<file path="src/source/bmem_pkg.sv">
package bmem_pkg;

    // burst port
    localparam int BMEM_ADDR_W = 32;
    localparam int BMEM_DATA_W = 64;

    // line geometry
    localparam int LINE_W         = 256;
    localparam int BEATS_PER_LINE = LINE_W / BMEM_DATA_W;
    localparam int BEAT_CNT_W     = $clog2(BEATS_PER_LINE);

    // tag bits sit above the byte offset in a line
    localparam int LINE_OFFSET_W = 5;

    typedef enum logic [1:0] {
        fill_idle    = 2'd0,
        fill_request = 2'd1,
        fill_collect = 2'd2,
        fill_done    = 2'd3
    } fill_state_e;

endpackage : bmem_pkg

</file>
<file path="src/source/fetch_pkg.sv">
package fetch_pkg;

    localparam int PC_W    = 32;
    localparam int INST_W  = 32;
    // sequence number of a fetched instruction
    localparam int ORDER_W = 64;

    localparam logic [PC_W-1:0] RESET_PC = 32'haaaaa000;

    // instruction queue
    localparam int QUEUE_DEPTH = 32;
    localparam int QUEUE_PTR_W = 5;

    // pc bits that pick a word out of a line
    localparam int WORD_SEL_W = 3;

    typedef enum logic [1:0] {
        fetch_run            = 2'd0,
        // fill for the current pc in flight
        fetch_miss_wait      = 2'd1,
        // fill for a stale pc still in flight after a redirect
        fetch_redirect_drain = 2'd2
    } fetch_state_e;

endpackage : fetch_pkg

</file>
<file path="src/source/line_fill.sv">
`timescale 1ns/10ps

module line_fill (
    input  logic                             clk,
    input  logic                             rst,

    input  logic                             fill_valid_i,
    input  logic [bmem_pkg::BMEM_ADDR_W-1:0] fill_addr_i,
    output logic                             fill_ready_o,

    output logic                             line_valid_o,
    output logic [bmem_pkg::LINE_W-1:0]      line_data_o,
    output logic [bmem_pkg::BMEM_ADDR_W-1:0] line_addr_o,

    output logic [bmem_pkg::BMEM_ADDR_W-1:0] bmem_addr_o,
    output logic                             bmem_read_o,
    input  logic                             bmem_ready_i,
    input  logic [bmem_pkg::BMEM_DATA_W-1:0] bmem_rdata_i,
    input  logic                             bmem_rvalid_i
);

    bmem_pkg::fill_state_e              state_q;
    logic [bmem_pkg::BEAT_CNT_W-1:0]    beat_q;
    logic [bmem_pkg::BMEM_ADDR_W-1:0]   addr_q;
    logic [bmem_pkg::LINE_W-1:0]        line_q;
    logic                               last_beat;

    assign last_beat = (beat_q == bmem_pkg::BEAT_CNT_W'(bmem_pkg::BEATS_PER_LINE - 1));

    always_ff @(posedge clk) begin
        if (rst) begin
            state_q <= bmem_pkg::fill_idle;
            beat_q  <= '0;
        end else begin
            case (state_q)
                bmem_pkg::fill_idle: begin
                    beat_q <= '0;
                    if (fill_valid_i) begin
                        state_q <= bmem_pkg::fill_request;
                    end
                end
                bmem_pkg::fill_request: begin
                    // read held until the memory takes it
                    if (bmem_ready_i) begin
                        state_q <= bmem_pkg::fill_collect;
                    end
                end
                bmem_pkg::fill_collect: begin
                    if (bmem_rvalid_i) begin
                        beat_q <= beat_q + bmem_pkg::BEAT_CNT_W'(1);
                        if (last_beat) begin
                            state_q <= bmem_pkg::fill_done;
                        end
                    end
                end
                bmem_pkg::fill_done: begin
                    state_q <= bmem_pkg::fill_idle;
                end
                default: begin
                    state_q <= bmem_pkg::fill_idle;
                end
            endcase
        end
    end

    always_ff @(posedge clk) begin
        if (state_q == bmem_pkg::fill_idle && fill_valid_i) begin
            addr_q <= {fill_addr_i[bmem_pkg::BMEM_ADDR_W-1:bmem_pkg::LINE_OFFSET_W],
                       {bmem_pkg::LINE_OFFSET_W{1'b0}}};
        end
        // beats come lowest address first
        if (state_q == bmem_pkg::fill_collect && bmem_rvalid_i) begin
            line_q[beat_q*bmem_pkg::BMEM_DATA_W +: bmem_pkg::BMEM_DATA_W] <= bmem_rdata_i;
        end
    end

    assign fill_ready_o = (state_q == bmem_pkg::fill_idle);
    assign bmem_read_o  = (state_q == bmem_pkg::fill_request);
    assign bmem_addr_o  = addr_q;
    assign line_valid_o = (state_q == bmem_pkg::fill_done);
    assign line_data_o  = line_q;
    assign line_addr_o  = addr_q;

endmodule : line_fill

</file>
<file path="src/source/line_buffer.sv">
`timescale 1ns/10ps

module line_buffer (
    input  logic                             clk,
    input  logic                             rst,

    input  logic                             line_valid_i,
    input  logic [bmem_pkg::LINE_W-1:0]      line_data_i,
    input  logic [bmem_pkg::BMEM_ADDR_W-1:0] line_addr_i,

    input  logic [fetch_pkg::PC_W-1:0]       pc_i,
    output logic                             hit_o,
    output logic [fetch_pkg::INST_W-1:0]     word_o
);

    logic                                                       valid_q;
    logic [bmem_pkg::BMEM_ADDR_W-1:bmem_pkg::LINE_OFFSET_W]    tag_q;
    logic [bmem_pkg::LINE_W-1:0]                                data_q;
    logic [fetch_pkg::WORD_SEL_W-1:0]                           word_sel;

    always_ff @(posedge clk) begin
        if (rst) begin
            valid_q <= 1'b0;
        end else if (line_valid_i) begin
            valid_q <= 1'b1;
        end
    end

    always_ff @(posedge clk) begin
        if (line_valid_i) begin
            tag_q  <= line_addr_i[bmem_pkg::BMEM_ADDR_W-1:bmem_pkg::LINE_OFFSET_W];
            data_q <= line_data_i;
        end
    end

    // word index sits just below the line offset boundary
    assign word_sel = pc_i[bmem_pkg::LINE_OFFSET_W-1 -: fetch_pkg::WORD_SEL_W];

    assign hit_o  = valid_q && (pc_i[fetch_pkg::PC_W-1:bmem_pkg::LINE_OFFSET_W] == tag_q);
    assign word_o = data_q[word_sel*fetch_pkg::INST_W +: fetch_pkg::INST_W];

endmodule : line_buffer

</file>
<file path="src/source/fetch_ctrl.sv">
`timescale 1ns/10ps

module fetch_ctrl (
    input  logic                             clk,
    input  logic                             rst,

    input  logic                             redirect_valid_i,
    input  logic [fetch_pkg::PC_W-1:0]       redirect_pc_i,

    input  logic                             hit_i,
    input  logic [fetch_pkg::INST_W-1:0]     word_i,
    output logic [fetch_pkg::PC_W-1:0]       pc_o,

    output logic                             fill_valid_o,
    output logic [bmem_pkg::BMEM_ADDR_W-1:0] fill_addr_o,
    input  logic                             fill_ready_i,
    input  logic                             line_valid_i,

    output logic                             enq_valid_o,
    output logic [fetch_pkg::PC_W-1:0]       enq_pc_o,
    output logic [fetch_pkg::INST_W-1:0]     enq_inst_o,
    output logic [fetch_pkg::ORDER_W-1:0]    enq_order_o,
    input  logic                             enq_ready_i,

    input  logic                             deq_i,
    output logic                             flush_o
);

    fetch_pkg::fetch_state_e              state_q;
    logic [fetch_pkg::PC_W-1:0]           pc_q;
    logic [fetch_pkg::ORDER_W-1:0]        order_q;
    logic [fetch_pkg::ORDER_W-1:0]        delivered_q;
    logic [fetch_pkg::ORDER_W-1:0]        delivered_next;
    logic                                 fill_valid_q;
    logic [bmem_pkg::BMEM_ADDR_W-1:0]     fill_addr_q;
    logic                                 fill_fire;
    logic                                 enq_fire;
    logic                                 fill_pending;

    assign fill_fire = fill_valid_q && fill_ready_i;
    assign enq_fire  = enq_valid_o && enq_ready_i;

    // a handshake in the redirect cycle still counts for the old stream
    assign delivered_next = deq_i ? delivered_q + fetch_pkg::ORDER_W'(1) : delivered_q;

    // fill still owed to the line buffer once this edge passes
    assign fill_pending = fill_valid_q ||
                          ((state_q != fetch_pkg::fetch_run) && !line_valid_i);

    always_ff @(posedge clk) begin
        if (rst) begin
            state_q      <= fetch_pkg::fetch_run;
            pc_q         <= fetch_pkg::RESET_PC;
            order_q      <= '0;
            delivered_q  <= '0;
            fill_valid_q <= 1'b0;
        end else begin
            delivered_q <= delivered_next;
            if (fill_fire) begin
                fill_valid_q <= 1'b0;
            end
            if (redirect_valid_i) begin
                pc_q    <= redirect_pc_i;
                order_q <= delivered_next;
                state_q <= fill_pending ? fetch_pkg::fetch_redirect_drain : fetch_pkg::fetch_run;
            end else begin
                case (state_q)
                    fetch_pkg::fetch_run: begin
                        if (enq_fire) begin
                            pc_q    <= pc_q + fetch_pkg::PC_W'(4);
                            order_q <= order_q + fetch_pkg::ORDER_W'(1);
                        end else if (!hit_i && !fill_valid_q) begin
                            fill_valid_q <= 1'b1;
                        end
                        if (fill_fire) begin
                            state_q <= fetch_pkg::fetch_miss_wait;
                        end
                    end
                    fetch_pkg::fetch_miss_wait: begin
                        if (line_valid_i) begin
                            state_q <= fetch_pkg::fetch_run;
                        end
                    end
                    fetch_pkg::fetch_redirect_drain: begin
                        // new pc may still hit the old line meanwhile
                        if (enq_fire) begin
                            pc_q    <= pc_q + fetch_pkg::PC_W'(4);
                            order_q <= order_q + fetch_pkg::ORDER_W'(1);
                        end
                        if (line_valid_i) begin
                            state_q <= fetch_pkg::fetch_run;
                        end
                    end
                    default: begin
                        state_q <= fetch_pkg::fetch_run;
                    end
                endcase
            end
        end
    end

    always_ff @(posedge clk) begin
        if (state_q == fetch_pkg::fetch_run && !redirect_valid_i && !hit_i && !fill_valid_q) begin
            fill_addr_q <= {pc_q[fetch_pkg::PC_W-1:bmem_pkg::LINE_OFFSET_W],
                            {bmem_pkg::LINE_OFFSET_W{1'b0}}};
        end
    end

    assign pc_o         = pc_q;
    assign fill_valid_o = fill_valid_q;
    assign fill_addr_o  = fill_addr_q;
    assign flush_o      = redirect_valid_i;

    assign enq_valid_o = hit_i && (state_q != fetch_pkg::fetch_miss_wait) && !redirect_valid_i;
    assign enq_pc_o    = pc_q;
    assign enq_inst_o  = word_i;
    assign enq_order_o = order_q;

endmodule : fetch_ctrl

</file>
<file path="src/source/inst_queue.sv">
`timescale 1ns/10ps

module inst_queue (
    input  logic                          clk,
    input  logic                          rst,
    input  logic                          flush_i,

    input  logic                          enq_valid_i,
    input  logic [fetch_pkg::PC_W-1:0]    enq_pc_i,
    input  logic [fetch_pkg::INST_W-1:0]  enq_inst_i,
    input  logic [fetch_pkg::ORDER_W-1:0] enq_order_i,
    output logic                          enq_ready_o,

    output logic                          inst_valid_o,
    input  logic                          inst_ready_i,
    output logic [fetch_pkg::INST_W-1:0]  inst_o,
    output logic [fetch_pkg::PC_W-1:0]    inst_pc_o,
    output logic [fetch_pkg::ORDER_W-1:0] inst_order_o,
    output logic                          deq_o
);

    logic [fetch_pkg::PC_W-1:0]        pc_mem    [fetch_pkg::QUEUE_DEPTH];
    logic [fetch_pkg::INST_W-1:0]      inst_mem  [fetch_pkg::QUEUE_DEPTH];
    logic [fetch_pkg::ORDER_W-1:0]     order_mem [fetch_pkg::QUEUE_DEPTH];

    logic [fetch_pkg::QUEUE_PTR_W-1:0] wr_ptr_q;
    logic [fetch_pkg::QUEUE_PTR_W-1:0] rd_ptr_q;
    logic [fetch_pkg::QUEUE_PTR_W:0]   count_q;
    logic                              enq_fire;

    assign enq_ready_o  = (count_q != (fetch_pkg::QUEUE_PTR_W+1)'(fetch_pkg::QUEUE_DEPTH));
    assign inst_valid_o = (count_q != '0);
    assign enq_fire     = enq_valid_i && enq_ready_o;
    assign deq_o        = inst_valid_o && inst_ready_i;

    always_ff @(posedge clk) begin
        if (rst || flush_i) begin
            wr_ptr_q <= '0;
            rd_ptr_q <= '0;
            count_q  <= '0;
        end else begin
            if (enq_fire) begin
                wr_ptr_q <= wr_ptr_q + fetch_pkg::QUEUE_PTR_W'(1);
            end
            if (deq_o) begin
                rd_ptr_q <= rd_ptr_q + fetch_pkg::QUEUE_PTR_W'(1);
            end
            case ({enq_fire, deq_o})
                2'b10:   count_q <= count_q + (fetch_pkg::QUEUE_PTR_W+1)'(1);
                2'b01:   count_q <= count_q - (fetch_pkg::QUEUE_PTR_W+1)'(1);
                default: count_q <= count_q;
            endcase
        end
    end

    always_ff @(posedge clk) begin
        if (enq_fire) begin
            pc_mem[wr_ptr_q]    <= enq_pc_i;
            inst_mem[wr_ptr_q]  <= enq_inst_i;
            order_mem[wr_ptr_q] <= enq_order_i;
        end
    end

    // head read straight from storage
    assign inst_o       = inst_mem[rd_ptr_q];
    assign inst_pc_o    = pc_mem[rd_ptr_q];
    assign inst_order_o = order_mem[rd_ptr_q];

endmodule : inst_queue

</file>
<file path="src/source/fetch_frontend.sv">
`timescale 1ns/10ps

module fetch_frontend (
    input  logic                             clk,
    input  logic                             rst,

    output logic [bmem_pkg::BMEM_ADDR_W-1:0] bmem_addr_o,
    output logic                             bmem_read_o,
    input  logic                             bmem_ready_i,
    input  logic [bmem_pkg::BMEM_DATA_W-1:0] bmem_rdata_i,
    input  logic                             bmem_rvalid_i,

    input  logic                             redirect_valid_i,
    input  logic [fetch_pkg::PC_W-1:0]       redirect_pc_i,

    output logic                             inst_valid_o,
    input  logic                             inst_ready_i,
    output logic [fetch_pkg::INST_W-1:0]     inst_o,
    output logic [fetch_pkg::PC_W-1:0]       inst_pc_o,
    output logic [fetch_pkg::ORDER_W-1:0]    inst_order_o
);

    // fill request
    logic                             fill_valid;
    logic [bmem_pkg::BMEM_ADDR_W-1:0] fill_addr;
    logic                             fill_ready;

    // returned line
    logic                             line_valid;
    logic [bmem_pkg::LINE_W-1:0]      line_data;
    logic [bmem_pkg::BMEM_ADDR_W-1:0] line_addr;

    logic [fetch_pkg::PC_W-1:0]       pc;
    logic                             hit;
    logic [fetch_pkg::INST_W-1:0]     word;

    logic                             enq_valid;
    logic [fetch_pkg::PC_W-1:0]       enq_pc;
    logic [fetch_pkg::INST_W-1:0]     enq_inst;
    logic [fetch_pkg::ORDER_W-1:0]    enq_order;
    logic                             enq_ready;
    logic                             deq;
    logic                             flush;

    line_fill i_line_fill (
        .clk           (clk),
        .rst           (rst),
        .fill_valid_i  (fill_valid),
        .fill_addr_i   (fill_addr),
        .fill_ready_o  (fill_ready),
        .line_valid_o  (line_valid),
        .line_data_o   (line_data),
        .line_addr_o   (line_addr),
        .bmem_addr_o   (bmem_addr_o),
        .bmem_read_o   (bmem_read_o),
        .bmem_ready_i  (bmem_ready_i),
        .bmem_rdata_i  (bmem_rdata_i),
        .bmem_rvalid_i (bmem_rvalid_i)
    );

    line_buffer i_line_buffer (
        .clk          (clk),
        .rst          (rst),
        .line_valid_i (line_valid),
        .line_data_i  (line_data),
        .line_addr_i  (line_addr),
        .pc_i         (pc),
        .hit_o        (hit),
        .word_o       (word)
    );

    fetch_ctrl i_fetch_ctrl (
        .clk              (clk),
        .rst              (rst),
        .redirect_valid_i (redirect_valid_i),
        .redirect_pc_i    (redirect_pc_i),
        .hit_i            (hit),
        .word_i           (word),
        .pc_o             (pc),
        .fill_valid_o     (fill_valid),
        .fill_addr_o      (fill_addr),
        .fill_ready_i     (fill_ready),
        .line_valid_i     (line_valid),
        .enq_valid_o      (enq_valid),
        .enq_pc_o         (enq_pc),
        .enq_inst_o       (enq_inst),
        .enq_order_o      (enq_order),
        .enq_ready_i      (enq_ready),
        .deq_i            (deq),
        .flush_o          (flush)
    );

    inst_queue i_inst_queue (
        .clk          (clk),
        .rst          (rst),
        .flush_i      (flush),
        .enq_valid_i  (enq_valid),
        .enq_pc_i     (enq_pc),
        .enq_inst_i   (enq_inst),
        .enq_order_i  (enq_order),
        .enq_ready_o  (enq_ready),
        .inst_valid_o (inst_valid_o),
        .inst_ready_i (inst_ready_i),
        .inst_o       (inst_o),
        .inst_pc_o    (inst_pc_o),
        .inst_order_o (inst_order_o),
        .deq_o        (deq)
    );

endmodule : fetch_frontend

</file>
<file path="config.mk">
export PLATFORM = sky130hd
export DESIGN_NAME = fetch_frontend
export DESIGN_NICKNAME = d
export VERILOG_FILES = /design/src/source/bmem_pkg.sv /design/src/source/fetch_pkg.sv /design/src/source/line_fill.sv /design/src/source/line_buffer.sv /design/src/source/fetch_ctrl.sv /design/src/source/inst_queue.sv /design/src/source/fetch_frontend.sv
export SDC_FILE = /design/constraint.sdc
export NUM_CORES = 2
export LEC_CHECK = 0
export BUFFER_PORTS_ARGS = -buffer_cell sky130_fd_sc_hd__buf_4
export CELL_PAD_IN_SITES_DETAIL_PLACEMENT = 1
export CELL_PAD_IN_SITES_GLOBAL_PLACEMENT = 2
export CORE_MARGIN = 2
export CORE_UTILIZATION = 49
export CTS_CLUSTER_DIAMETER = 80
export DETAILED_ROUTE_END_ITERATION = 10
export GPL_ROUTABILITY_DRIVEN = 0
export PLACE_DENSITY = 0.84
export SETUP_SLACK_MARGIN = 0.5
export SLEW_MARGIN = 20
export SYNTH_ARGS = -nofsm -noshare
export SYNTH_HDL_FRONTEND = slang
export SYNTH_HIERARCHICAL = 1
export SYNTH_SLANG_ARGS = --single-unit
</file>
<file path="constraint.sdc">
create_clock -name clk -period 12.5 [get_ports clk]
set_input_delay 2.5 -clock clk [delete_from_list [all_inputs] [get_ports clk]]
set_output_delay 2.5 -clock clk [all_outputs]
set_load 0.02 [all_outputs]
</file>
==> summary.md <==
| Metric | Value |
|---|---|
| Gate count after technology mapping | `9,587` |
| Cell area after synthesis | `0.1874 sq mm` |
| LEAKAGE | `66.81 nW` |
| Syn. warnings | `6` |
| Layout cell share with drive strength beyond 1 | `18.36%` |
| Fin crit share | `67.84%` |
| Post-CTS resize count | `0` |
| Max Freq | `117.9 MHz` |
| Layout Skew | `0.08179 ns` |
| Clk sinks | `4,878` |
| Starting Density | `49.13%` |
| CP endpoint kind | `output port` |
| Final setup TNS | `0 ns` |
| Gr ovfl total | `0` |
| I/O Pins | `264` |
| Vias per cell | `6.510` |
| Overall Global Routing Usage | `28.33%` |
| Synth-to-Final Area Change | `12.59%` |
| Total CTS buffers | `468` |
| Pre-CTS setup slack | `4.615 ns` |
| Post-layout net count | `10,080` |
| DIE AREA | `0.3874 sq mm` |
| Skew-Pair Late Insertion Delay | `1.03 ns` |
| Worst-margin pin slew | `1.232 ns` |
| CTS root buf | `clkbuf_16` |
| CTS H-tree depth | `5` |
| Fin crit period | `8.480 ns` |
| Max Cap Violations | `0` |
| Worst EP arrival | `5.98 ns` |
| Dpl hpwl | `297,700 microns` |
| I/O Buffers | `258` |
| Status | `completed` |
| Setup ws final | `4.020 ns` |
| WL per Instance | `36.23 microns` |
| Postcts setup bufs | `0` |
| Vias | `100,300` |
| Req. time, crit path | `10.00 ns` |
| Crit start category | `register` |
| Power Density | `157.1 mW/mm^2` |
| WL final | `558,200 microns` |
| Antenna-violating nets left | `0` |
| Slew Limit Fails | `0` |
| Critical path type | `register to output port` |
| Initial antenna violation count | `26` |
| Synthesized area per cell | `19.55 sq um` |
| Vias in the first global route | `105,100` |
| Post-CTS Hold Fix Bufs | `0` |
| Class of the worst hold path | `register to register` |
| Core area | `0.3814 sq mm` |
| Die W | `622.4 microns` |
| Setup violators final | `0` |
| Largest net degree at the start of global routing | `146` |
| RSZ-0062 raised after global routing | `no` |
| CP Max Fanout | `105` |
| First-pass GRT wire length | `785,500 microns` |
| Final hold violation count | `0` |
| Residual DRC | `0` |
| Maximum vdd drop | `146.5 uV` |
| 1st-pass router iterations | `5` |
| Die Y-Extent | `622.4 microns` |
| Clock Pin Slew Worst Setup and Hold Paths | `0.06 ns` |
| FP Rows | `227` |
| CTS tree | `built` |
| Max clock buf depth | `4` |
| Worst relative slew slack | `17.90%` |
| Iter 0 DRT Violations | `13,450` |
[cell usage in the layout (no fill, tap or decap), drive strengths merged, types with 4 or more instances in the layout]
cell type and count:
o21ai 12, ha 24, mux4 576, a211oi 31, nand2b 6, a22o 6
clkbuf 574, or3 8, nand2 105, nor2b 8, and3 23, o31a 8
nand4 198, conb 5, a22oi 769, o22ai 18, nand3b 4, nor4 35
a21oi 35, xor2 61, nor2 204, dfxtp 189, and4 17, edfxtp 4689
o21a 8, diode 13, nand3 320, inv 51, bufinv 50, mux2 34
or4 10, buf 516, xnor2 110, mux2i 1042, and2 276, clkinv 219
clkinvlp 14, nor3 53
[sequential cells by signal, indices dropped and copies added (netlist names), named ones only]
signal,count
i_inst_queue/order_mem,2048
i_line_fill/beat_q,2
i_line_buffer/valid_q,1
i_fetch_ctrl/enq_order_o,64
i_line_fill/bmem_addr_o,27
i_line_buffer/tag_q,27
i_line_fill/state_q,2
i_fetch_ctrl/enq_pc_o,32
i_line_buffer/data_q,256
i_inst_queue/count_q,6
i_fetch_ctrl/fill_valid_o,1
i_fetch_ctrl/delivered_q,64
i_inst_queue/pc_mem,1024
i_inst_queue/rd_ptr_q,5
i_inst_queue/wr_ptr_q,5
i_line_fill/line_data_o,256
i_inst_queue/inst_mem,1024
i_fetch_ctrl/fill_addr_o,27
i_fetch_ctrl/state_q,2
[final timing paths]
| check | from | to | slack [ns] | cells past startpoint |
|---|---|---|---|---|
| max | register | inst_pc_o[22] | 4.02 | 7 |
| min reg2reg | i_line_fill/line_data_o[42] | i_line_buffer/data_q[42] | 0.40 | 0 |
| min | i_line_fill/line_data_o[42] | i_line_buffer/data_q[42] | 0.40 | 0 |
| max reg2reg | i_fetch_ctrl/enq_pc_o[14] | i_inst_queue/inst_mem[21][10] | 5.77 | 12 |
[worst max-delay path: stages, from the launching register on]
cell and delay, ns:
dfxtp_4 0.93, buf_4 0.83, buf_12 0.78, buf_4 0.88, mux4_2 0.61, a22oi_1 0.22, nand4_1 0.31, buf_4 0.27
[final cells by class]
| type | instances | area, sq um |
|---|---|---|
| clock buffers | 574 | 12400 |
| multi-input cells | 4053 | 40030 |
| well taps | 5038 | 6304 |
| inverters | 40 | 151.4 |
| clock inverters | 294 | 2963 |
| repair buffers | 516 | 4454 |
| flip-flops and latches | 4878 | 144700 |
| fillers | 33300 | 170500 |
| diodes | 13 | 32.53 |
[power breakdown]
group | internal [mW] | switching (mW) | leakage (nW)
sequential | 18.1 | 0.103 | 47.2
combinational | 0.172 | 0.539 | 12.1
clock | 8.08 | 6.20 | 7.50
total | 26.3 | 6.84 | 66.8
[metal layers]
layer  vias to the layer above  part of all wire [%]  global-route usage (%)
met5                         -                0.0048                       0
met3                      1071                   9.2                   4.403
met4                         4                   4.7                   12.03
met2                      5777                    48                   46.12
met1                     53590                    38                   38.27
li1                      39850                     -                       -
[per-stage QoR]
| stage | cell area (sq um) | cells | hold WS, ns | total power, mW | util, % |
|---|---|---|---|---|---|
| 3_5_place_dp | 195400 | 14520 | 0.4052 | 19.21 | 51.22 |
| 2_1_floorplan | 187400 | 9591 | 0.4003 | 18.87 | - |
| 6_report | 211000 | 15410 | 0.3984 | 33.15 | 55.31 |
| 5_1_grt | 211000 | 15400 | 0.4070 | 33.84 | 55.31 |
| 3_3_place_gp | 195100 | 14510 | 0.4002 | 19.14 | 51.16 |
| 4_1_cts | 210700 | 15390 | 0.3956 | 33.25 | 55.24 |
No activity file was read; power rests on OpenSTA's default activity.
